===== config.mk =====
export PLATFORM = sky130hd
export DESIGN_NAME = adc_sampler
export DESIGN_NICKNAME = d
export VERILOG_FILES = /design/src/hdl/plot_pkg.sv /design/src/hdl/adc_sampler.sv
export SDC_FILE = /design/constraint.sdc
export NUM_CORES = 1
export LEC_CHECK = 0
export BUFFER_PORTS_ARGS = -buffer_cell sky130_fd_sc_hd__buf_2
export CAP_MARGIN = 5
export CORE_ASPECT_RATIO = 1.1
export CORE_MARGIN = 4
export CORE_UTILIZATION = 54
export DETAILED_ROUTE_END_ITERATION = 12
export PLACE_DENSITY = 0.85
export RECOVER_POWER = 100
export SLEW_MARGIN = 40
export SYNTH_ARGS = -nofsm -noshare
export SYNTH_HDL_FRONTEND = slang
export SYNTH_SLANG_ARGS = --single-unit

===== constraint.sdc =====
create_clock -name pixel_clk -period 9.6 [get_ports pixel_clk]
set_clock_uncertainty 0.1 [all_clocks]
set_input_delay 1.92 -clock pixel_clk [delete_from_list [all_inputs] [get_ports pixel_clk]]
set_output_delay 1.92 -clock pixel_clk [all_outputs]
set_load 0.01 [all_outputs]

===== src/hdl/plot_pkg.sv =====
// plot path package: stored pixel format, SRAM cycle operations, sampler states
`default_nettype none

package plot_pkg;

  // one bit per channel, stored in the low bits of an SRAM word
  typedef struct packed {
    logic red;
    logic grn;
    logic blu;
  } pix_t;

  // what the SRAM controller does in a given cycle
  typedef enum logic [1:0] {
    sram_idle,
    sram_read,
    sram_write
  } sram_op_e;

  // hold register of the ADC sampler
  typedef enum logic {
    smp_empty,
    smp_full
  } sample_state_e;

endpackage

`default_nettype wire


===== src/hdl/adc_sampler.sv =====
// adc sampler: range check, framebuffer address and a one-deep hold with overrun flag
`timescale 1ns/1ns
`default_nettype none

module adc_sampler
  import plot_pkg::*;
#(
  parameter int adc_data_width  = 10,
  parameter int sram_addr_width = 18,
  parameter int fb_width        = 320,
  parameter int fb_height       = 480
) (
  input  logic                       pixel_clk,
  input  logic                       rst_n,
  input  logic [adc_data_width-1:0]  adc_x,
  input  logic [adc_data_width-1:0]  adc_y,
  input  logic                       adc_red,
  input  logic                       adc_grn,
  input  logic                       adc_blu,
  input  logic                       adc_valid,
  input  logic                       plot_ready,
  output logic                       plot_valid,
  output logic [sram_addr_width-1:0] plot_addr,
  output pix_t                       plot_pix,
  output logic                       overrun
);

  sample_state_e state;
  logic          accept;
  logic          drain;
  logic          load;

  // samples off the framebuffer never enter the hold
  assign accept = adc_valid && (adc_x < fb_width) && (adc_y < fb_height);
  assign drain  = plot_valid && plot_ready;
  assign load   = accept && ((state == smp_empty) || drain);

  assign plot_valid = (state == smp_full);

  always_ff @(posedge pixel_clk) begin
    if (!rst_n) begin
      state   <= smp_empty;
      overrun <= 1'b0;
    end else begin
      overrun <= accept && !load;
      if (load) begin
        state <= smp_full;
      end else if (drain) begin
        state <= smp_empty;
      end
    end
  end

  always_ff @(posedge pixel_clk) begin
    if (load) begin
      plot_addr <= sram_addr_width'(adc_y) * sram_addr_width'(fb_width) +
                   sram_addr_width'(adc_x);
      plot_pix  <= '{red: adc_red, grn: adc_grn, blu: adc_blu};
    end
  end

  // a waiting sample must not move under the controller
  a_addr_stable : assert property (@(posedge pixel_clk) disable iff (!rst_n)
    plot_valid && !plot_ready |=> $stable(plot_addr));

endmodule

`default_nettype wire


==> impl_metrics.toml, run 1 <==
[power_and_ir_drop]
peakVddDrop_mv = 0.0978
leakage_nw = 0.713
power_density_nw_per_um2 = 140
p_total_mw = 0.244

[place]
place.gp.congestion = 0.836
placed_cells = 205
dp_hpwl_mm = 2.93
numPortBuffers = 49
placed_area_um2 = 1780

[sta]
fin_tns_setup_ns = 0
fin_crit_ns = 4.78
relSlewSlack = 0.274
hold_slack_ns = 0.437
fin_crit_sh = 0.498
hold_viol = 0
worst_pin_slew_ns = 1.09
setup-violations-final = 0
fmax_mhz = 209
rsz0062_at_grt = "no"
slew_violations = 0

[cts]
root_buffer = "clkbuf_4"
numClockSinks = 23
ctsResizeCount = 0
ctsHoldBuffers = 0
cts_setup_buffers = 0
cts_tree = "done"
htree_num_levels = 1
clk_pin_slew_ns = 0.12
worstSkewPairLatency_ns = 0.31
cts_max_path_buffers = 2
cts_made_buffers = 3

[layout]
nFillCells = 216
regArea_um2 = 671
multi_input_area_um2 = 773
final_cell_mix = "clkbuf_1, buf_2, edfxtp_1"
n_antenna_cell = 0
drive_gt1_frac = 0.185
instances_no_fill = 209
final_cell_area_um2 = 1750
fin_nets = 228
layout_commonest_cell = "clkbuf_1"
syn2layout_area_growth_pct = 17.4

[synthesis]
ys_types = 33
avgSynthCellArea_um2 = 12.0
syn-cell-area_um2 = 1490
synth_seq_area_share = 0.451
synth-seq-cells = 23
yosys_warnings = 0
netlist_instances = 124
syn_nets = 173

[critical_path]
cp_slowest_cell = "a221oi_1"
start_kind = "input pin"
crit_chain = "clkbuf_1, ha_1, ha_1, fa_1, a211oi_1, o21ai_1, a221oi_1, nand2_1, nor4b_1, xnor2_1"
worstPathRequired_ns = 9.56
crit_type = "in2reg"
cp-end-kind = "flop"
crit_path_max_incr_delay_ns = 0.56
rrSetupSlack_ns = 7.73
critPathMostFrequentCell = "ha_1"
path_max_fanout = 3
crit_arrival_ns = 4.73

[global_route]
grt_pass1_vias = 1187
globalRouteOverflowTotal = 0
antenna_found_initial = 0
grt_max_degree = 22
track_usage = 0.195
grt_pass1_wl_mm = 5.40

[floorplan]
initial_core_util = 0.579
rows = 19
ios = 50
core_um2 = 2570
die_area_um2 = 3660
dieHeight_um = 63.0
dieWidth_um = 58.0

[status]
run_status = "complete, no violations"

[drt]
drcViolationCount = 0
viasPerCell = 5.89
wl_per_cell_um = 16.6
ant_nets = 0
dr.pass1.iters = 4
drt_first_iter_violations = 23
vias = 1231
totalWireLength_mm = 3.46

[flow_run]
max-cap-violations = 0

[min_path]
min_path_type = "reg2reg"
## metrics by stage
| step | utilization | setup WS, ns |
|---|---|---|
| 2_1_floorplan | - | 5.27 |
| 3_3_place_gp | 0.692 | 5.05 |
| 3_5_place_dp | 0.692 | 4.83 |
| 4_1_cts | 0.703 | 5.15 |
| 5_1_grt | 0.680 | 4.63 |
| 6_report | 0.680 | 4.82 |
## Yosys cell counts
| cell | number | area (µm²) |
|---|---|---|
| a221oi_1 | 1 | 8.76 |
| or3_1 | 1 | 6.26 |
| nand2_1 | 4 | 15.0 |
| o211ai_1 | 1 | 7.51 |
| nand3_1 | 3 | 15.0 |
| a21oi_1 | 4 | 20.0 |
| a221oi_2 | 1 | 15.0 |
| o21ai_0 | 3 | 15.0 |
| a21boi_0 | 1 | 7.51 |
| edfxtp_1 | 21 | 631 |
| ha_1 | 20 | 250 |
| a211o_2 | 1 | 10.0 |
| or2_2 | 3 | 18.8 |
| nor4b_2 | 1 | 15.0 |
| nor2b_1 | 4 | 25.0 |
| o311ai_2 | 1 | 16.3 |
| nand2b_1 | 3 | 18.8 |
| a211oi_2 | 2 | 25.0 |
| o21ai_1 | 2 | 10.0 |
| a211o_1 | 1 | 8.76 |
| xnor2_1 | 11 | 96.3 |
| a21o_1 | 3 | 22.5 |
| a2111oi_0 | 1 | 8.76 |
| fa_1 | 2 | 40.0 |
| xor2_1 | 2 | 17.5 |
| nor4_2 | 1 | 12.5 |
| inv_1 | 5 | 18.8 |
| nand4_1 | 4 | 25.0 |
| nor2_1 | 11 | 41.3 |
| dfxtp_1 | 2 | 40.0 |
| o21a_1 | 1 | 7.51 |
| nor3b_1 | 1 | 7.51 |
| nor3_1 | 2 | 10.0 |
## routing by layer
layer | track usage | wire [µm]
met1 | 0.199 | 1180
met2 | 0.355 | 1810
met3 | 0.0207 | 270
met4 | 0.136 | 208
met5 | 0 | 0
## registers in the layout, summed over array words and instances, names as in the netlist
signal	flops
overrun	1
plot_pix	3
plot_valid	1
plot_addr	18
## kinds of logic (layout without fill, tap and decap cells)
kind of cell	after synthesis	in the layout	synth area share
AND/OR/NAND/NOR	38	38	0.141
AO/OA/AOI/OAI	23	23	0.123
flip-flops	23	23	0.451
adder cells (fa/ha/maj)	22	22	0.195
XOR/XNOR	13	13	0.0766
buffers and inverters	5	59	0.0126
## power breakdown
group	switching [mW]	internal (mW)	total [mW]	leakage, nW
registers	0.000869	0.116	0.117	0.207
logic	0.0470	0.0361	0.0831	0.488
clock network	0.0275	0.0155	0.0431	0.0177
total	0.0754	0.168	0.244	0.713
## critical path: cells and delay by family
| kind | cells | cell delay, ns |
|---|---|---|
| buf+inv | 1 | 0.10 |
| simple gates | 2 | 0.49 |
| compound gates | 3 | 1.07 |
| xor+xnor | 1 | 0.12 |
| fa+ha+maj | 3 | 1.03 |
## final cells by class
type | count | share of cell area
Timing Repair Buffer | 50 | 0.124
Multi-Input combinational cell | 96 | 0.443
Tap cell | 31 | 0.0222
Sequential cell | 23 | 0.384
Clock buffer | 3 | 0.0129
Inverter | 5 | 0.0108
Clock inverter | 1 | 0.00287
## final timing paths
check             start            end  cells after the start
max            adc_y[1]  plot_addr[17]                     10
min          plot_valid     plot_valid                      2
max reg2reg  plot_valid    plot_pix[0]                      3
min reg2reg  plot_valid     plot_valid                      2
Note: power is estimated with default switching activity, not from simulation.
==> run 2: changes to the inputs <==
- CORE_UTILIZATION: 54 -> 50
- PLACE_DENSITY: 0.85 -> 0.79
- clock period: 9.6 -> 4.6 ns (I/O delays scaled with it)
==> run 2 against run 1 <==
Global-route usage shrank 3.1 points. Via count fell by 5.8%. Critical path depth unchanged. Sequential share of layout area shrank 0.27 points. Critical endpoint unchanged.
==> impl_metrics.toml, run 2 (synthesis results as in run 1) <==
[status]
run_status = "complete, no violations"

[critical_path]
crit_arrival_ns = 3.33
cp-end-kind = "flop"
rrSetupSlack_ns = 2.79
reg2reg_depth = 3
path_max_fanout = 3
r2r-end = "plot_addr[7]"
start_kind = "input pin"
crit_path_max_incr_delay_ns = 0.44
r2r_start = "plot_valid"
path_buf_inv = 1
critPathMostFrequentCell = "ha_1"
critical-path-top-delay-family = "adder cells"
crit_type = "in2reg"
cp_slowest_cell = "fa_1"
worstPathRequired_ns = 4.58
crit_chain = "clkbuf_1, ha_1, ha_1, fa_1, a211oi_2, o21ai_1, a221oi_1, nand2_1, nor4b_2, xnor2_1"

[global_route]
grt_pass1_wl_mm = 4.69
grt_pass1_vias = 1159
globalRouteOverflowTotal = 0
track_usage = 0.164
grt_max_degree = 22
antenna_found_initial = 0

[floorplan]
die_area_um2 = 3910
core_um2 = 2800
dieWidth_um = 60.0
ios = 50
dieHeight_um = 65.2
initial_core_util = 0.530
rows = 20

[min_path]
min_path_type = "reg2reg"
hp-start = "plot_valid"
hold-path-cell-count = 2
worstHoldEndpoint = "plot_valid"

[sta]
setup_slack_ns = 1.24
fmax_mhz = 298
fin_crit_sh = 0.730
hold_viol = 0
relSlewSlack = 0.308
worst_pin_slew_ns = 1.04
fin_tns_setup_ns = 0
fin_crit_ns = 3.36
rsz0062_at_grt = "no"
slew_violations = 0
setup-violations-final = 0

[cts]
worstSkewPairLatency_ns = 0.31
clk_pin_slew_ns = 0.11
htree_num_levels = 1
ctsResizeCount = 0
cts_made_buffers = 3
ctsHoldBuffers = 0
numClockSinks = 23
cts_max_path_buffers = 2
cts_tree = "done"
cts_setup_buffers = 0
root_buffer = "clkbuf_4"

[drt]
drt_first_iter_violations = 31
ant_nets = 0
vias = 1159
drcViolationCount = 0
totalWireLength_mm = 3.02
wl_per_cell_um = 14.3
viasPerCell = 5.49
dr.pass1.iters = 4

[power_and_ir_drop]
power_density_nw_per_um2 = 284
leakage_nw = 0.711
peakVddDrop_mv = 0.171

[place]
place.gp.congestion = 0.865
dp_hpwl_mm = 2.50
numPortBuffers = 49
pre_cts_slack_ns = 0.982

[layout]
n_antenna_cell = 0
largest_reg_flops = 18
multi_input_area_um2 = 785
largest-register = "plot_addr"
nFillCells = 253
final_cell_mix = "clkbuf_1, buf_2, edfxtp_1"
top_regs = "plot_addr x18, plot_pix x3"
layout_commonest_cell = "clkbuf_1"
syn2layout_area_growth_pct = 18.3
fin_nets = 228
regArea_um2 = 671
drive_gt1_frac = 0.191

[flow_run]
max-cap-violations = 0
-- run 2: cell count changes in the layout (fill, tap and decap cells not counted), sizes merged --
cell | before | now
clkinv | 1 | 0
clkbuf | 30 | 31
-- run 2: worst max path at each step --
stage | from | to | slack, ns | cells past startpoint
3_5_place_dp | adc_y[1] | plot_addr[17] | 0.98 | 10
4_1_cts | adc_y[1] | plot_addr[17] | 1.33 | 10
5_1_grt | adc_y[1] | plot_addr[17] | 1.08 | 10
3_3_place_gp | adc_y[1] | plot_addr[17] | 1.05 | 10
6_report | adc_y[1] | plot_addr[17] | 1.24 | 10
2_1_floorplan | adc_y[1] | plot_addr[17] | 1.27 | 9
-- run 2: through the flow --
step,utilization,cell area [µm²],power [mW],hold slack (ns),cells
detailed placement,0.635,1780,0.420,0.392,207
global route,0.627,1760,0.534,0.471,211
finish,0.627,1760,0.499,0.421,211
floorplan,-,1490,0.376,0.407,124
CTS,0.645,1810,0.508,0.419,211
global placement,0.635,1780,0.412,0.371,207
-- run 2: final cells by class --
class                           instances  share of cell area
Sequential cell                        23               0.381
Tap cell                               33              0.0235
Multi-Input combinational cell         96               0.446
Timing Repair Buffer                   50               0.123
Clock buffer                            4              0.0149
Inverter                                5              0.0107
-- run 2: report_power, final --
group          internal [mW]  leakage, nW  switching, mW
sequential             0.243        0.207        0.00154
clock                 0.0339       0.0150         0.0540
combinational         0.0755        0.489         0.0913
-- run 2: metal layers --
| metal | routed length [µm] | up-vias | global-route usage |
|---|---|---|---|
| met2 | 1410 | 64 | 0.276 |
| met5 | 0 | - | 0 |
| li1 | - | 575 | - |
| met1 | 1180 | 506 | 0.169 |
| met3 | 280 | 14 | 0.0314 |
| met4 | 148 | 0 | 0.139 |
-- run 2: worst reg2reg max path: cells and delay by family (launching register included) --
kind	cells	cell delay (ns)
flip-flops	1	0.34
AND/OR/NAND/NOR	2	0.22
buffers and inverters	1	0.78
