===== src/hdl/vga_pkg.sv =====
// vga display package: mode timing defaults, counter width and colour types
`default_nettype none

package vga_pkg;

  // 640x480 at 60 Hz, in pixel clocks
  localparam int default_h_visible = 640;
  localparam int default_h_front   = 16;
  localparam int default_h_sync    = 96;
  localparam int default_h_back    = 48;

  // same mode, in lines
  localparam int default_v_visible = 480;
  localparam int default_v_front   = 10;
  localparam int default_v_sync    = 2;
  localparam int default_v_back    = 33;

  // wide enough for the 800x525 frame with room to spare
  localparam int cnt_width = 11;

  localparam int color_width = 4;

  typedef struct packed {
    logic [color_width-1:0] red;
    logic [color_width-1:0] grn;
    logic [color_width-1:0] blu;
  } rgb_t;

endpackage

`default_nettype wire

===== src/hdl/vga_timing.sv =====
// vga timing generator: pixel and line counters with registered syncs and visible flag
`timescale 1ns/1ns
`default_nettype none

module vga_timing
  import vga_pkg::*;
#(
  parameter int h_visible = default_h_visible,
  parameter int h_front   = default_h_front,
  parameter int h_sync    = default_h_sync,
  parameter int h_back    = default_h_back,
  parameter int v_visible = default_v_visible,
  parameter int v_front   = default_v_front,
  parameter int v_sync    = default_v_sync,
  parameter int v_back    = default_v_back
) (
  input  logic                 pixel_clk,
  input  logic                 rst_n,
  output logic [cnt_width-1:0] hcount,
  output logic [cnt_width-1:0] vcount,
  output logic                 visible,
  output logic                 hsync_raw,
  output logic                 vsync_raw
);

  localparam int h_total      = h_visible + h_front + h_sync + h_back;
  localparam int v_total      = v_visible + v_front + v_sync + v_back;
  localparam int h_sync_start = h_visible + h_front;
  localparam int v_sync_start = v_visible + v_front;

  logic [cnt_width-1:0] h_next;
  logic [cnt_width-1:0] v_next;

  always_comb begin
    h_next = hcount + 1'b1;
    v_next = vcount;
    if (hcount == cnt_width'(h_total - 1)) begin
      h_next = '0;
      v_next = (vcount == cnt_width'(v_total - 1)) ? '0 : vcount + 1'b1;
    end
  end

  // flags are computed from the next count so they line up with the counters
  always_ff @(posedge pixel_clk) begin
    if (!rst_n) begin
      // park on the last pixel of the frame, first cycle out of reset is 0,0
      hcount    <= cnt_width'(h_total - 1);
      vcount    <= cnt_width'(v_total - 1);
      visible   <= 1'b0;
      hsync_raw <= 1'b1;
      vsync_raw <= 1'b1;
    end else begin
      hcount    <= h_next;
      vcount    <= v_next;
      visible   <= (h_next < cnt_width'(h_visible)) && (v_next < cnt_width'(v_visible));
      hsync_raw <= !((h_next >= cnt_width'(h_sync_start)) &&
                     (h_next < cnt_width'(h_sync_start + h_sync)));
      vsync_raw <= !((v_next >= cnt_width'(v_sync_start)) &&
                     (v_next < cnt_width'(v_sync_start + v_sync)));
    end
  end

  // sync pulse sits entirely in the blanking interval
  a_hsync_blank : assert property (@(posedge pixel_clk) disable iff (!rst_n)
    visible |-> hsync_raw);

endmodule

`default_nettype wire


===== config.mk =====
export PLATFORM = sky130hd
export DESIGN_NAME = vga_timing
export DESIGN_NICKNAME = d
export VERILOG_FILES = /design/src/hdl/vga_pkg.sv /design/src/hdl/vga_timing.sv
export SDC_FILE = /design/constraint.sdc
export NUM_CORES = 1
export LEC_CHECK = 0
export BUFFER_PORTS_ARGS = -buffer_cell sky130_fd_sc_hd__buf_2
export CORE_UTILIZATION = 50
export DETAILED_ROUTE_END_ITERATION = 8
export HOLD_SLACK_MARGIN = 0.1
export MAX_ROUTING_LAYER = met4
export PLACE_DENSITY = 0.75
export SLEW_MARGIN = 10
export SYNTH_ARGS = -nofsm -noshare
export SYNTH_HDL_FRONTEND = slang
export SYNTH_SLANG_ARGS = --single-unit

===== constraint.sdc =====
create_clock -name pixel_clk -period 2.9 [get_ports pixel_clk]
set_input_delay 0.29 -clock pixel_clk [delete_from_list [all_inputs] [get_ports pixel_clk]]
set_output_delay 0.29 -clock pixel_clk [all_outputs]
set_load 0.01 [all_outputs]

==> results of run 1 <==
[placed cells by master (no fill, tap or decap), types with 3 or more instances in the layout]
cell	n
xor2_1	8
ha_1	3
dfxtp_1	25
buf_2	26
xnor2_1	11
o21ai_0	6
nand3_1	8
nand4_1	6
clkbuf_4	3
nor3_1	3
nor4_1	4
nor2_1	13
nand2_1	13
inv_1	3
[layout make-up]
type / instances / share of cell area
multi-input combinational: 116 / 0.5335
sequential: 25 / 0.3268
timing repair buffer: 27 / 0.08987
tap: 30 / 0.02451
clock buffer: 3 / 0.01471
inverter: 3 / 0.007353
clock inverter: 1 / 0.003268
[through the flow]
step                        util  hold slack (ps)  worst slack (ps)  cells
after CTS                 0.6071            259.2             615.8    205
after floorplan                -            411.7             732.1    153
final                     0.6071            256.3             607.8    205
after detailed placement  0.5962            502.8             630.5    201
after global routing      0.6071            272.5             431.5    205
after global placement    0.5962            489.1             686.5    201
[final timing paths]
kind | end | slack (ps) | cells after the start | startpoint
setup / recovery | vcount[3] | 610 | 5 | hcount[0]
hold / removal | hcount[4] | 260 | 2 | rst_n
setup reg to reg | vcount[3] | 610 | 5 | hcount[0]
hold reg to reg | hcount[0] | 530 | 1 | hcount[0]
[power groups by stage]
stage	combinational [mW]	clock [mW]	sequential, mW
3_3_place_gp	0.695	0	0.576
5_1_grt	0.792	0.174	0.595
6_report	0.712	0.160	0.579
2_1_floorplan	0.539	0	0.552
3_5_place_dp	0.707	0	0.582
4_1_cts	0.708	0.162	0.574
[cell families after synthesis]
group	after synthesis
AND/OR/NAND/NOR	69
adder cells (fa/ha/maj)	3
XOR/XNOR	19
AO/OA/AOI/OAI	23
buffers and inverters	12
multiplexers	2
flip-flops	25
[per-layer routing]
layer,wire length (um),vias to the layer above
met5,0,-
met4,49,0
met3,107,7
met2,1404,37
met1,1527,589
li1,-,596
[sequential cells by signal (all words and copies together) (netlist names)]
register and cells:
hcount 11, vsync_raw 1, visible 1, vcount 11, hsync_raw 1
==> out/metrics.yaml, run 1 <==
critical_path:
  required_ps: 3130
  cp_cell_sequence: "ha_1, nand4_4, or4_1, o21a_1, or3b_1"
  path_buf_inv: 0
  cp.arrival_ps: 2520
  cpMaxStageDelayCell: "or4_1"
  path_class: "flip-flop to flip-flop"
  max_stage_delay_ps: 680
  path_delay_family: "simple AND/OR/NAND/NOR gates"
  crit_path_end_kind: "flip-flop"
  crit_path_start_kind: "flip-flop"
  crit_fanout: 8
cells_and_area:
  seqCellArea_sq_um: 500.5
  fin_nets: 181
  drive_gt1_frac: 0.2114
  diodes: 0
  multi_input_area_sq_um: 817.0
  fill_cells: 250
  final_cell_area_sq_um: 1531
  syn_to_final_growth_pct: 12.09
clock_tree:
  cts_resized: 0
  clock_latency_ps: 330
  clk_pin_slew_ps: 140
  cts_tree: "done"
  cts-htree-levels: 1
  cts_inserted_buffers: 3
  clock_sinks: 25
  post-cts-setup-buffer-count: 0
  ctsRootBufferMaster: "clkbuf_4"
  holdBufCountCts: 0
  clk_path_buf_depth: 2
global_routing:
  antenna_found_initial: 0
  grtUsageMet3: 0.02500
  use_met1: 0.3486
  gr-usage-all-layers: 0.2431
  grt_util_met2: 0.3496
  grt_pass1_vias: 1051
  grt_most_used_layer: "met2"
  grt_max_degree: 17
  grt_pass1_wl_um: 5002
  grt_remaining_overflow: 0
power_and_ir_drop:
  p_sw_mw: 0.6664
  p_clk_frac: 0.110
  share_comb_of_total_power: 0.490
  peakVddDrop_mv: 0.7519
  p_sw_frac: 0.4592
  power.total_mw: 1.451
  power.density_nw_per_um2: 947.6
  power_frac_seq: 0.399
  p_int_mw: 0.7848
  power_leakage_nw: 0.5928
routing:
  drt_wl_total_um: 3089
  drc: 0
  viasPerCell: 5.995
  wl_per_cell_um: 15.07
  postRouteAntennaNets: 0
  vias: 1229
  drt-initial-drc-count: 42
  first_pass_iters: 4
synthesis:
  synthAdderAreaFrac: 0.02747
  synth_nets: 158
  synth_common_cells: "dfxtp_1 (25), nand2_1 (13), nor2_1 (13)"
  async_flop_share: 0
  synth_simple_gate_area_share: 0.3068
  yosys.area.top_type: "dfxtp_1"
  synth_area_leaders: "dfxtp_1 (37%), xnor2_1 (7.1%), xor2_1 (5.1%)"
  yosysMostFrequentCell: "dfxtp_1"
  syn_inst: 153
  syn_area_per_cell_sq_um: 8.930
  synth_compound_area_frac: 0.1273
  ys_seq_elements: 25
  synth_warnings: 0
  muxShareOfSynthArea: 0.01465
  ys.flop_type: "dfxtp_1"
  synth-edff-count: 0
  synth_top_family_by_area: "simple AND/OR/NAND/NOR gates"
  synth_top_area_frac: 0.3663
  synth_xor_area_frac: 0.1218
  ys_seq_area_frac: 0.3663
  syn_area_sq_um: 1366
  synth_cell_type_count: 46
die:
  start_util: 0.5417
  fp.dieW_um: 54.28
  die_area_sq_um: 2946
  ios: 27
  core_area_sq_um: 2522
  die_h_um: 54.28
  std_cell_rows: 18
timing:
  setup_tns_ps: 0
  hold_viol: 0
  tightest_slew_ps: 495.7
  min_period_ps: 2292
  slew_headroom: 0.6691
  rsz0062_at_grt: "false"
  setup_viol: 0
  skew_ps: 0.9429
  fmax_mhz: 436.3
  drv_slew: 0
  finalCritPeriodShare: 0.7904
placement:
  place_area_sq_um: 1504
  port_buffers: 26
  hpwl_um: 2233
  place.gp.congestion: 0.8920
outcome:
  status: "completed"
job:
  maxCapViolCount: 0
worst_hold_path:
  hold_path.class: "input port to flip-flop"
(Power assumes the default switching activity.)
==> run 2, diff against run 1 <==
--- a/config.mk
+++ b/config.mk
@@ -6,11 +6,11 @@
 export NUM_CORES = 1
 export LEC_CHECK = 0
 export BUFFER_PORTS_ARGS = -buffer_cell sky130_fd_sc_hd__buf_2
-export CORE_UTILIZATION = 50
+export CORE_UTILIZATION = 48
 export DETAILED_ROUTE_END_ITERATION = 8
 export HOLD_SLACK_MARGIN = 0.1
 export MAX_ROUTING_LAYER = met4
-export PLACE_DENSITY = 0.75
+export PLACE_DENSITY = 0.76
 export SLEW_MARGIN = 10
 export SYNTH_ARGS = -nofsm -noshare
 export SYNTH_HDL_FRONTEND = slang
==> constraint.sdc (replaced) <==
create_clock -name pixel_clk -period 2.1 [get_ports pixel_clk]
set_input_delay 0.21 -clock pixel_clk [delete_from_list [all_inputs] [get_ports pixel_clk]]
set_output_delay 0.21 -clock pixel_clk [all_outputs]
set_load 0.01 [all_outputs]
==> run 2 against run 1 <==
Sequential power increased by 31%. Die area rose by 4.0%. Highest routed layer unchanged. Via count rose by 7.0%. Combinational power rose by 91%. Count of clock-buffer cells in the layout is 1 higher. Cell count increased by 9.3%. Power rose by 61%. Sequential share of layout area down 3.6 points. Clock power up 31%. Hold slack got worse by 56 ps. Register-to-register slack got worse by 530 ps. Clock skew up 5.6 ps.
==> out/metrics.yaml, run 2 (synthesized netlist as in run 1, its figures left out) <==
outcome:
  status: "completed"
die:
  die_h_um: 55.35
  ios: 27
  start_util: 0.5275
  fp.dieW_um: 55.35
  std_cell_rows: 18
  die_area_sq_um: 3064
  core_area_sq_um: 2590
placement:
  place.gp.congestion: 0.9483
  port_buffers: 26
  place_area_sq_um: 1652
  hpwl_um: 2587
  dp_cells: 219
clock_tree:
  clock_latency_ps: 310
  cts_tree: "done"
  clk_path_buf_depth: 2
  holdBufCountCts: 0
  cts-htree-levels: 1
  clock_sinks: 25
  ctsRootBufferMaster: "clkbuf_4"
  clk_pin_slew_ps: 130
  cts_inserted_buffers: 3
cells_and_area:
  largestRegisters: "hcount: 11 flops, vcount: 11 flops"
  diodes: 0
  final_cells: 224
  layout_commonest_cell: "buf_2"
  syn_to_final_growth_pct: 27.75
  final_cell_area_sq_um: 1745
  drive_gt1_frac: 0.3402
  final_cell_mix: "buf_2 (26), dfxtp_1 (20), buf_4 (20)"
  final_core_util: 0.6739
  fin_nets: 200
  fill_cells: 223
critical_path:
  reg2reg_to: "visible"
  r2r-start: "vcount[1]"
  crit_fanout: 4
  cp.arrival_ps: 2230
  crit_path_start_kind: "flip-flop"
  required_ps: 2310
  crit_path_end_kind: "flip-flop"
  worstRegToRegCells: 6
  cp-startpoint: "vcount[1]"
  reg2reg_slack_ps: 70
  path_class: "flip-flop to flip-flop"
routing:
  drt_wl_total_um: 3478
  viasPerCell: 5.871
  wl_per_cell_um: 15.53
  vias: 1315
  drc: 0
  drt-initial-drc-count: 41
  postRouteAntennaNets: 0
  first_pass_iters: 4
global_routing:
  grt_pass1_wl_um: 5830
  grt_remaining_overflow: 0
  grt_pass1_vias: 1281
  antenna_found_initial: 0
  gr-usage-all-layers: 0.2357
  grt_max_degree: 17
power_and_ir_drop:
  power_leakage_nw: 0.6919
  peakVddDrop_mv: 0.9449
  power.density_nw_per_um2: 1337
  p_int_mw: 1.311
  share_comb_of_total_power: 0.584
  p_clk_frac: 0.090
  power.total_mw: 2.334
  p_sw_frac: 0.4381
  p_sw_mw: 1.022
  power_frac_seq: 0.326
timing:
  skew_ps: 6.523
  setup_viol: 0
  hold_viol: 0
  drv_slew: 0
  min_period_ps: 2027
  tightest_slew_ps: 439.0
  rsz0062_at_grt: "true"
  fmax_mhz: 493.3
  slew_headroom: 0.7036
  finalCritPeriodShare: 0.9652
worst_hold_path:
  min_path_cells: 2
  hold_path.class: "input port to flip-flop"
  min-delay-start: "rst_n"
  hold_end: "hcount[2]"
job:
  maxCapViolCount: 0
## run 2: cell types whose count changed in the layout (fill, tap and decap cells not counted), sizes merged
cell / before / now
clkbuf: 3 / 4
buf: 27 / 46
clkinv: 1 / 0
## run 2: layout make-up
class	instances	area, sq um	share of cell area
Tap cell	30	37.54	0.02151
Sequential cell	25	506.7	0.2903
Multi-Input combinational cell	116	883.3	0.5061
Clock buffer	4	26.28	0.01505
Inverter	3	11.26	0.006452
Timing Repair Buffer	46	280.3	0.1606
## run 2: worst max-delay path by stage
stage,depth (start not counted),slack (ps),to
floorplan,6,7,visible
global placement,6,120,vsync_raw
detailed placement,7,10,vsync_raw
CTS,7,20,vsync_raw
global route,6,-20,visible
finish,6,70,visible
## run 2: metal layers
| metal | global-route usage | share of wire |
|---|---|---|
| met5 | - | 0 |
| met4 | 0.02857 | 0.0083 |
| met3 | 0.05855 | 0.046 |
| met2 | 0.3666 | 0.47 |
| met1 | 0.3193 | 0.47 |
## run 2: worst max-delay path, cell delays in order (launching register included)
cell and delay, ps:
dfxtp_2 380, ha_4 130, or3b_4 380, nor4_4 410, xnor2_1 120, a311o_1 340
nor3b_2 170
## run 2: power by group through the flow
stage                     registers (mW)  logic, mW  clock network (mW)
after CTS                          0.727       1.29               0.217
after global routing               0.774       1.48               0.240
after global placement             0.727       1.25                   0
after floorplan                    0.768      0.757                   0
final                              0.761       1.36               0.210
after detailed placement           0.737       1.28                   0
## run 2: what timing repair did
action | in CTS | in global routing
buffers inserted | 0 | 1
resized for setup | 0 | 14
endpoints found under the setup margin | 0 | 4
## run 2: per-stage QoR
| step | setup slack, ps | hold WS [ps] | TNS, ps |
|---|---|---|---|
| 2_1_floorplan | 7.442 | 331.7 | 0 |
| 3_3_place_gp | 122.9 | 515.1 | 0 |
| 3_5_place_dp | 13.89 | 524.2 | 0 |
| 4_1_cts | 20.09 | 186.2 | 0 |
| 5_1_grt | -21.44 | 186.6 | -21.44 |
| 6_report | 72.99 | 200.0 | 0 |
