File: config.mk
export PLATFORM = sky130hd
export DESIGN_NAME = vga_pixel_out
export DESIGN_NICKNAME = d
export VERILOG_FILES = /design/src/hdl/plot_pkg.sv /design/src/hdl/vga_pkg.sv /design/src/hdl/vga_pixel_out.sv
export SDC_FILE = /design/constraint.sdc
export NUM_CORES = 1
export LEC_CHECK = 0
export BUFFER_PORTS_ARGS = -buffer_cell sky130_fd_sc_hd__buf_2
export CORE_MARGIN = 3
export CORE_UTILIZATION = 46
export CTS_BUF_LIST = sky130_fd_sc_hd__clkbuf_4
export DETAILED_ROUTE_END_ITERATION = 12
export PLACE_DENSITY_LB_ADDON = 0.05
export SETUP_SLACK_MARGIN = 0.1
export SYNTH_ARGS = -nofsm -noshare
export SYNTH_HDL_FRONTEND = slang
export SYNTH_SLANG_ARGS = --single-unit
File: constraint.sdc
create_clock -name pixel_clk -period 7.3 [get_ports pixel_clk]
set_clock_uncertainty 0.1 [all_clocks]
set_input_delay 2.19 -clock pixel_clk [delete_from_list [all_inputs] [get_ports pixel_clk]]
set_output_delay 2.19 -clock pixel_clk [all_outputs]
set_load 0.005 [all_outputs]
File: src/hdl/plot_pkg.sv
// plot path package: stored pixel format, SRAM cycle operations, sampler states
`default_nettype none

package plot_pkg;

  // one bit per channel, stored in the low bits of an SRAM word
  typedef struct packed {
    logic red;
    logic grn;
    logic blu;
  } pix_t;

  // what the SRAM controller does in a given cycle
  typedef enum logic [1:0] {
    sram_idle,
    sram_read,
    sram_write
  } sram_op_e;

  // hold register of the ADC sampler
  typedef enum logic {
    smp_empty,
    smp_full
  } sample_state_e;

endpackage

`default_nettype wire

File: src/hdl/vga_pkg.sv
// vga display package: mode timing defaults, counter width and colour types
`default_nettype none

package vga_pkg;

  // 640x480 at 60 Hz, in pixel clocks
  localparam int default_h_visible = 640;
  localparam int default_h_front   = 16;
  localparam int default_h_sync    = 96;
  localparam int default_h_back    = 48;

  // same mode, in lines
  localparam int default_v_visible = 480;
  localparam int default_v_front   = 10;
  localparam int default_v_sync    = 2;
  localparam int default_v_back    = 33;

  // wide enough for the 800x525 frame with room to spare
  localparam int cnt_width = 11;

  localparam int color_width = 4;

  typedef struct packed {
    logic [color_width-1:0] red;
    logic [color_width-1:0] grn;
    logic [color_width-1:0] blu;
  } rgb_t;

endpackage

`default_nettype wire
File: src/hdl/vga_pixel_out.sv
// vga pixel output: framebuffer fetch, pixel doubling, blanking and sync alignment
`timescale 1ns/1ns
`default_nettype none

module vga_pixel_out
  import vga_pkg::*;
  import plot_pkg::*;
#(
  parameter int sram_addr_width = 18,
  parameter int fb_width        = 320
) (
  input  logic                       pixel_clk,
  input  logic                       rst_n,
  input  logic [cnt_width-1:0]       hcount,
  input  logic [cnt_width-1:0]       vcount,
  input  logic                       visible,
  input  logic                       hsync_raw,
  input  logic                       vsync_raw,
  input  pix_t                       rd_pix,
  output logic                       rd_req,
  output logic [sram_addr_width-1:0] rd_addr,
  output logic [color_width-1:0]     vga_red,
  output logic [color_width-1:0]     vga_grn,
  output logic [color_width-1:0]     vga_blu,
  output logic                       vga_hsync,
  output logic                       vga_vsync
);

  logic rd_req_d1;
  logic visible_d1;
  logic hsync_d1;
  logic vsync_d1;
  rgb_t pix_rgb;

  function automatic rgb_t expand(input pix_t pix);
    rgb_t c;
    c.red = {color_width{pix.red}};
    c.grn = {color_width{pix.grn}};
    c.blu = {color_width{pix.blu}};
    return c;
  endfunction

  // one fetch per stored pixel, which covers two screen columns
  assign rd_req  = visible && !hcount[0];
  assign rd_addr = sram_addr_width'(vcount) * sram_addr_width'(fb_width) +
                   sram_addr_width'(hcount[cnt_width-1:1]);

  always_ff @(posedge pixel_clk) begin
    if (!rst_n) begin
      rd_req_d1  <= 1'b0;
      visible_d1 <= 1'b0;
      hsync_d1   <= 1'b1;
      vsync_d1   <= 1'b1;
      pix_rgb    <= '0;
      vga_hsync  <= 1'b1;
      vga_vsync  <= 1'b1;
    end else begin
      rd_req_d1  <= rd_req;
      visible_d1 <= visible;
      hsync_d1   <= hsync_raw;
      vsync_d1   <= vsync_raw;
      vga_hsync  <= hsync_d1;
      vga_vsync  <= vsync_d1;
      // odd column keeps the colour fetched for the even one
      if (!visible_d1) begin
        pix_rgb <= '0;
      end else if (rd_req_d1) begin
        pix_rgb <= expand(rd_pix);
      end
    end
  end

  assign vga_red = pix_rgb.red;
  assign vga_grn = pix_rgb.grn;
  assign vga_blu = pix_rgb.blu;

endmodule

`default_nettype wire

==> results.yml, run 1 <==
synthesis:
  synth_common_cells: "ha_1, buf_4, nor2_1, xnor2_1, dfxtp_1"
  synthArstFlopShare_pct: 0
  ys.flop_type: "dfxtp_1"
  synthesis.area_um2: 1150
  yosysMostFrequentCell: "ha_1"
  synth.area.top_cells: "ha_1, dfxtp_1, buf_4"
  yosysWarningCount: 0
  synth_edf_count: 0
  yosys.area.top_type: "ha_1"
  synth_seq_cells: 9
  syn_inst: 126
  synth_cell_types: 38
  yosysSeqAreaShare_pct: 15.7
  syn-num-nets: 179
  syn_avg_cell_area_um2: 9.11
  synth_top_area_share_pct: 22.9
floorplanning:
  fp.dieH_um: 55.9
  die_w_um: 55.9
  core_um2: 2300
  start_util_pct: 49.9
  rows: 17
  io-pin-count: 63
  die-area_um2: 3130
worst_setup_path:
  slowest_delay_ps: 420
  required_ps: 5010
  r2r_end: "vga_grn[0]"
  crit_start: "vcount[1]"
  r2r_start: "rd_req_d1"
  cp_top_family: "adder cells"
  crit_cells: 11
  path_cells: "buf_2, ha_1, ha_1, fa_1, a211oi_2, nor3b_2, o31ai_1, o311a_2, nand4_2, xnor2_1, buf_2"
  r2r_setup_slack_ps: 6440
  crit_fanout: 4
  cp_slowest_cell: "fa_1"
  cp.arrival_ps: 4580
  crit_buf_inv: 2
  end_kind: "output pin"
  startpoint_type: "input pin"
  r2r_cells: 2
  path_class: "in -> out"
min_path:
  hold_path.startpoint: "hsync_d1"
  min_to: "vga_hsync"
  hold_class: "reg -> reg"
  whs_path_depth: 1
placed_design:
  placed_cells: 189
  place_congestion: 0.788
  dp_hpwl_um: 1950
  port_buffers: 50
  place_area_um2: 1320
  place_ws_ps: 432
power:
  p_leak_nw: 0.692
  p_int_uw: 135
  power.net_switching_uw: 77.9
  comb_power_share_pct: 57.2
  ir_drop_mv: 0.124
  finalPower_uw: 213
  swShare_pct: 36.5
  power_density_nw_per_um2: 158
  p_clk_share_pct: 18.7
  seq_power_share_pct: 24.1
timing:
  setup_viol: 0
  finalCritPeriodShare_pct: 94.2
  fmax_mhz: 145
  worst_slack_ps: 425
  worst_hold_slack_ps: 303
  maxSlewViolCount: 0
  min_period_ps: 6870
  finalSetupTns_ps: 0
  worstMarginPinSlew_ps: 380
  rsz0062_at_grt: "false"
  finalHoldViolations: 0
  max-slew-margin-rel_pct: 74.0
grt:
  grt-ovfl-total: 0
  grt_pass1_wl_um: 3950
  grtUsageMet3_pct: 5.10
  grt_pass1_vias: 932
  grt.busiest_layer: "met2"
  grt_util_met1_pct: 19.7
  antenna_found_initial: 0
  track_usage_pct: 15.2
  grt_max_degree: 8
  use_met2_pct: 24.8
route:
  dr.pass1.iters: 4
  avgViaCountPerCell: 5.11
  vias: 987
  drc: 0
  drt-initial-drc-count: 26
  routed_wl_um: 2210
  ant_nets: 0
  wire_per_inst_um: 11.5
status:
  outcome: "finished, final reports clean"
clocking:
  cts.reportedPaths.clkPinSlew_ps: 60
  numCtsBuffers: 3
  cts_tree: "yes"
  holdBufCountCts: 0
  cts_root_buffer: "clkbuf_4"
  htreeDepth: 1
  cts_buffer_depth: 2
  postCtsResizedCells: 0
  insertion_delay_ps: 250
  cts_setup_buffers: 0
  cts.sinks: 9
final_layout:
  fin_nets: 219
  finalNonFillerCells: 193
  multi_input_area_um2: 832
  layout-drive-gt1-share_pct: 39.4
  syn_to_final_growth_pct: 17.7
  final_area_um2: 1350
  fillerInstances: 217
  ff_latch_area_um2: 180
  postLayoutCoreUtil_pct: 58.8
  antenna_cells: 0
run:
  cap_violations: 0
flip-flops by register name, summed over array words and instances, names as in the netlist:
register    cells
hsync_d1        1
rd_req_d1       1
vga_blu         1
vga_grn         1
vga_hsync       1
vga_red         1
vga_vsync       1
visible_d1      1
vsync_d1        1
cell type report:
| class | count | share of cell area, % |
|---|---|---|
| Sequential cell | 9 | 13.3 |
| Inverter | 6 | 1.67 |
| Clock buffer | 4 | 2.22 |
| Timing Repair Buffer | 50 | 18.5 |
| Multi-Input combinational cell | 96 | 61.6 |
| Tap cell | 28 | 2.60 |
per-layer routing:
layer	wire length (um)	up-vias
li1	-	510
met1	1030	434
met2	973	41
met3	205	2
met4	5	0
met5	0	-
power by group through the flow:
stage          clock [mW]  sequential (mW)  combinational, mW
2_1_floorplan           0           0.0525             0.0852
3_3_place_gp            0           0.0524              0.121
3_5_place_dp            0           0.0525              0.122
4_1_cts            0.0417           0.0514              0.123
5_1_grt            0.0449           0.0516              0.138
6_report           0.0399           0.0514              0.122
worst register-to-register path, stage by stage (launching register included):
cell	delay, ps
dfxtp_1	400
mux2i_1	210
nor2_1	50
cell families after synthesis:
logic type,synth area share (%)
fa+ha+maj,26.4
simple gates,18.0
mux,2.62
flops,15.7
buf+inv,11.8
compound gates,14.2
xor+xnor,11.3
worst max path at each step:
stage | endpoint | slack, ps
2_1_floorplan | rd_addr[17] | 770
3_3_place_gp | rd_addr[17] | 470
3_5_place_dp | rd_addr[17] | 430
4_1_cts | rd_addr[17] | 420
5_1_grt | rd_addr[16] | 240
6_report | rd_addr[17] | 430
cell usage in the layout (no fill, tap or decap), types with 2 or more instances in the layout:
cell      instances
a21oi_1           5
and2_1            2
buf_2            50
clkbuf_4          4
dfxtp_1           9
fa_1              2
ha_1             21
inv_1             6
mux2i_1           3
nand2_1           4
nand2b_1          5
nand3_1           2
nand4_1           3
nor2_1           11
nor2b_1           3
xnor2_1          11
xor2_1            2
No activity file was read; power rests on OpenSTA's default activity.
==> inputs of run 2 (changes only) <==
--- a/config.mk
+++ b/config.mk
@@ -5,12 +5,14 @@
 export SDC_FILE = /design/constraint.sdc
 export NUM_CORES = 1
 export LEC_CHECK = 0
+export ABC_AREA = 1
 export BUFFER_PORTS_ARGS = -buffer_cell sky130_fd_sc_hd__buf_2
 export CORE_MARGIN = 3
-export CORE_UTILIZATION = 46
+export CORE_UTILIZATION = 47
 export CTS_BUF_LIST = sky130_fd_sc_hd__clkbuf_4
 export DETAILED_ROUTE_END_ITERATION = 12
 export PLACE_DENSITY_LB_ADDON = 0.05
+export REMOVE_ABC_BUFFERS = 1
 export SETUP_SLACK_MARGIN = 0.1
 export SYNTH_ARGS = -nofsm -noshare
 export SYNTH_HDL_FRONTEND = slang
==> results.yml, run 2 <==
synthesis:
  yosysMostFrequentCell: "nand2_1"
  yosysWarningCount: 0
  syn_inst: 190
  synth-xor-area-share_pct: 6.33
  synth_common_cells: "nand2_1, inv_1, ha_1, nand3_1, buf_4"
  synth_cell_types: 18
  synth_edf_count: 0
  yosys.area.top_type: "ha_1"
  synthesis.area_um2: 1240
  synth_mux_area_share_pct: 0
  synth_top_area_share_pct: 21.1
  synth.area.top_cells: "ha_1, nand2_1, dfxtp_1"
  yosysSeqAreaShare_pct: 14.5
  synthArstFlopShare_pct: 0
  syn_avg_cell_area_um2: 6.55
  synth_compound_area_share_pct: 5.43
  synth_top_family_by_area: "simple AND/OR/NAND/NOR gates"
  ys.flop_type: "dfxtp_1"
  synth_seq_cells: 9
  synth_simple_gate_area_share_pct: 31.1
  synth_fa_ha_area_share_pct: 24.3
worst_setup_path:
  cp_slowest_cell: "fa_1"
  r2r_cells: 3
  r2r_setup_slack_ps: 6510
  r2r_end: "vga_red[0]"
  cp.arrival_ps: 4370
  crit_fanout: 4
  path_class: "in -> out"
  r2r_start: "rd_req_d1"
  cp_top_family: "adder cells"
  end_kind: "output pin"
  slowest_delay_ps: 550
  path_cells: "buf_2, ha_1, ha_1, fa_1, inv_1, nor2_2, inv_1, nor2_1, nand3_1, nor2_1, nand3_1, nand2_1, buf_2"
  crit_buf_inv: 4
  startpoint_type: "input pin"
  required_ps: 5010
clocking:
  numCtsBuffers: 3
  cts_root_buffer: "clkbuf_4"
  insertion_delay_ps: 250
  holdBufCountCts: 0
  cts_buffer_depth: 2
  cts_tree: "yes"
  cts.reportedPaths.clkPinSlew_ps: 50
  postCtsResizedCells: 0
  cts.sinks: 9
  htreeDepth: 1
  cts_setup_buffers: 0
timing:
  worstMarginPinSlew_ps: 270
  min_period_ps: 6660
  finalSetupTns_ps: 0
  max-slew-margin-rel_pct: 81.9
  rsz0062_at_grt: "false"
  worst_hold_slack_ps: 314
  maxSlewViolCount: 0
  finalHoldViolations: 0
  finalCritPeriodShare_pct: 91.2
  setup_viol: 0
  fmax_mhz: 150
route:
  drt-initial-drc-count: 46
  wire_per_inst_um: 10.3
  ant_nets: 0
  dr.pass1.iters: 4
  avgViaCountPerCell: 4.78
  routed_wl_um: 2660
  vias: 1238
  drc: 0
final_layout:
  syn_to_final_growth_pct: 16.5
  layout-drive-gt1-share_pct: 26.6
  mostFrequentLayoutCell: "nand2_1"
  finalNonFillerCells: 259
  fin_nets: 283
  most-common-layout-cells: "nand2_1, buf_2, inv_1, ha_1, nand3_1"
  postLayoutCoreUtil_pct: 58.0
  antenna_cells: 0
power:
  finalPower_uw: 215
  seq_power_share_pct: 23.9
  swShare_pct: 40.2
  power.net_switching_uw: 86.5
  p_int_uw: 129
  p_leak_nw: 0.880
  power_density_nw_per_um2: 148
  ir_drop_mv: 0.110
  p_clk_share_pct: 18.6
  comb_power_share_pct: 57.6
placed_design:
  place_congestion: 0.786
  placed_cells: 255
  port_buffers: 50
  dp_hpwl_um: 2390
grt:
  grt-ovfl-total: 0
  grt_pass1_wl_um: 4620
  track_usage_pct: 17.2
  grt_pass1_vias: 1190
  grt_max_degree: 7
  antenna_found_initial: 0
floorplanning:
  io-pin-count: 63
  core_um2: 2500
  start_util_pct: 49.8
  rows: 18
  die-area_um2: 3300
  fp.dieH_um: 57.5
  die_w_um: 57.5
min_path:
  min_to: "vga_vsync"
  whs_path_depth: 1
  hold_class: "reg -> reg"
  hold_path.startpoint: "vsync_d1"
run:
  cap_violations: 0
status:
  outcome: "finished, final reports clean"
-- run 2: cell count changes after synthesis, moves of 5 or more --
cell      before  now
a21oi_1        5   10
inv_1          6   31
nand2_1        4   52
nand2b_1       5    0
nand3_1        2   18
xnor2_1       11    4
-- run 2: logic make-up (layout without fill, tap and decap cells) --
| family | after synthesis | after routing |
|---|---|---|
| simple gates | 90 | 90 |
| buf+inv | 46 | 85 |
| fa+ha+maj | 23 | 23 |
| compound gates | 13 | 13 |
| xor+xnor | 9 | 9 |
| flops | 9 | 9 |
-- run 2: final cells by class --
| type | instances | area [um2] |
|---|---|---|
| Tap cell | 30 | 37.5 |
| Clock buffer | 4 | 30.0 |
| Multi-Input combinational cell | 135 | 836 |
| Sequential cell | 9 | 180 |
| Fill cell | 255 | 1050 |
| Inverter | 31 | 116 |
| Timing Repair Buffer | 50 | 250 |
-- run 2: worst max path at each step --
stage               cells past startpoint     endpoint  startpoint
finish                                 13  rd_addr[17]   vcount[1]
global route                           13  rd_addr[17]   vcount[1]
CTS                                    13  rd_addr[17]   vcount[1]
detailed placement                     13  rd_addr[17]   vcount[1]
global placement                       14  rd_addr[16]   vcount[1]
floorplan                              12  rd_addr[16]   vcount[1]
-- run 2: power by group through the flow --
stage	clock [mW]	sequential (mW)	combinational (mW)
after global routing	0.0431	0.0516	0.143
final	0.0400	0.0514	0.124
after global placement	0	0.0524	0.121
after floorplan	0	0.0525	0.0838
after detailed placement	0	0.0525	0.124
after CTS	0.0411	0.0514	0.125
-- run 2: per-stage QoR --
step	area, um2	setup slack, ps
6_report	1450	639
5_1_grt	1450	454
4_1_cts	1450	648
3_5_place_dp	1420	659
3_3_place_gp	1420	758
2_1_floorplan	1130	1070
-- run 2: per-layer routing --
metal / vias up / global-route usage [%] / part of all wire (%)
met1: 543 / 19.1 / 42
met4: 0 / 4.64 / 0.53
li1: 662 / - / -
met2: 31 / 33.1 / 53
met3: 2 / 2.71 / 5.2
met5: - / 0 / 0
==> inputs of run 3 (changes only) <==
--- a/config.mk
+++ b/config.mk
@@ -7,8 +7,10 @@
 export LEC_CHECK = 0
 export ABC_AREA = 1
 export BUFFER_PORTS_ARGS = -buffer_cell sky130_fd_sc_hd__buf_2
+export CELL_PAD_IN_SITES_DETAIL_PLACEMENT = 0
+export CELL_PAD_IN_SITES_GLOBAL_PLACEMENT = 1
 export CORE_MARGIN = 3
-export CORE_UTILIZATION = 47
+export CORE_UTILIZATION = 31
 export CTS_BUF_LIST = sky130_fd_sc_hd__clkbuf_4
 export DETAILED_ROUTE_END_ITERATION = 12
 export PLACE_DENSITY_LB_ADDON = 0.05
==> results.yml, run 3 (synthesis results as in run 2) <==
status:
  outcome: "finished, final reports clean"
timing:
  finalSetupTns_ps: 0
  worstMarginPinSlew_ps: 289
  min_period_ps: 6620
  worst_slack_ps: 681
  finalHoldViolations: 0
  worst_hold_slack_ps: 313
  maxSlewViolCount: 0
  max-slew-margin-rel_pct: 80.6
  fmax_mhz: 151
  rsz0062_at_grt: "false"
  finalCritPeriodShare_pct: 90.7
  setup_viol: 0
route:
  wire_per_inst_um: 9.57
  avgViaCountPerCell: 4.38
  routed_wl_um: 2650
  drt-initial-drc-count: 11
  ant_nets: 0
  drc: 0
  vias: 1213
  dr.pass1.iters: 4
worst_setup_path:
  startpoint_type: "input pin"
  cp.arrival_ps: 4330
  required_ps: 5010
  crit_fanout: 4
  path_class: "in -> out"
  end_kind: "output pin"
clocking:
  holdBufCountCts: 0
  cts_root_buffer: "clkbuf_4"
  cts.reportedPaths.clkPinSlew_ps: 60
  insertion_delay_ps: 250
  numCtsBuffers: 3
  htreeDepth: 1
  postCtsResizedCells: 0
  cts_setup_buffers: 0
  cts.sinks: 9
  cts_tree: "yes"
  cts_buffer_depth: 2
grt:
  grt_max_degree: 7
  track_usage_pct: 11.6
  antenna_found_initial: 0
  grt-ovfl-total: 0
  grt_pass1_wl_um: 4800
  grt_pass1_vias: 1099
floorplanning:
  die_w_um: 69.4
  start_util_pct: 33.0
  die-area_um2: 4810
  core_um2: 3770
  fp.dieH_um: 69.4
  io-pin-count: 63
  rows: 22
placed_design:
  place_congestion: 0.762
  dp_hpwl_um: 2410
  port_buffers: 50
  place_ws_ps: 674
final_layout:
  ff_latch_area_um2: 180
  layout-drive-gt1-share_pct: 26.6
  fin_nets: 283
  syn_to_final_growth_pct: 18.3
  fillerInstances: 417
  most-common-layout-cells: "nand2_1, buf_2, inv_1, ha_1, nand3_1"
  postLayoutCoreUtil_pct: 39.1
  mostFrequentLayoutCell: "nand2_1"
  multi_input_area_um2: 836
  antenna_cells: 0
min_path:
  hold_class: "reg -> reg"
power:
  finalPower_uw: 214
  ir_drop_mv: 0.0873
  p_leak_nw: 0.880
  power_density_nw_per_um2: 146
run:
  cap_violations: 0
==> run 3: cell counts in the layout (fill, tap and decap cells not counted) <==
No cell type changed its count.
==> run 3: path summary, 6_finish.rpt <==
| kind | start | end | slack (ps) | cells past startpoint |
|---|---|---|---|---|
| setup / recovery | vcount[1] | rd_addr[16] | 680 | 14 |
| hold / removal | hsync_d1 | vga_hsync | 310 | 1 |
| setup reg to reg | vsync_d1 | vga_vsync | 6520 | 1 |
| hold reg to reg | hsync_d1 | vga_hsync | 310 | 1 |
==> run 3: metrics by stage <==
stage,cells,cell area [um2]
after floorplan,175,1130
after global placement,273,1440
after detailed placement,273,1440
after CTS,277,1470
after global routing,277,1470
final,277,1470
==> run 3: area by class of cell <==
class / count / area share, %
clock buffers: 4 / 2.04
inverters: 31 / 7.90
multi-input cells: 135 / 56.8
flip-flops and latches: 9 / 12.2
well taps: 48 / 4.08
repair buffers: 50 / 17.0
==> run 3: critical path, cell delays in order <==
cell and delay (ps):
buf_2 120, ha_1 290, ha_1 240, fa_1 440, xnor2_1 190, nor2_2 160, nand2_1 80, nor2_2 120
nand2_1 100, nor2_2 130, nand2_1 60, nand2_1 50, nand2_1 40, buf_2 110
==> run 3: layer usage <==
layer / GRT usage [%] / vias up / part of all wire, %
li1: - / 664 / -
met1: 13.9 / 512 / 43
met2: 20.1 / 35 / 50
met3: 3.62 / 2 / 6.1
met4: 2.82 / 0 / 0.26
met5: 0 / - / 0
==> run 3: power breakdown <==
group / leakage (nW) / total (mW) / switching [mW] / internal [mW]
clock: 0.0184 / 0.0406 / 0.0159 / 0.0247
sequential: 0.0740 / 0.0514 / 0.000636 / 0.0508
combinational: 0.788 / 0.122 / 0.0693 / 0.0531
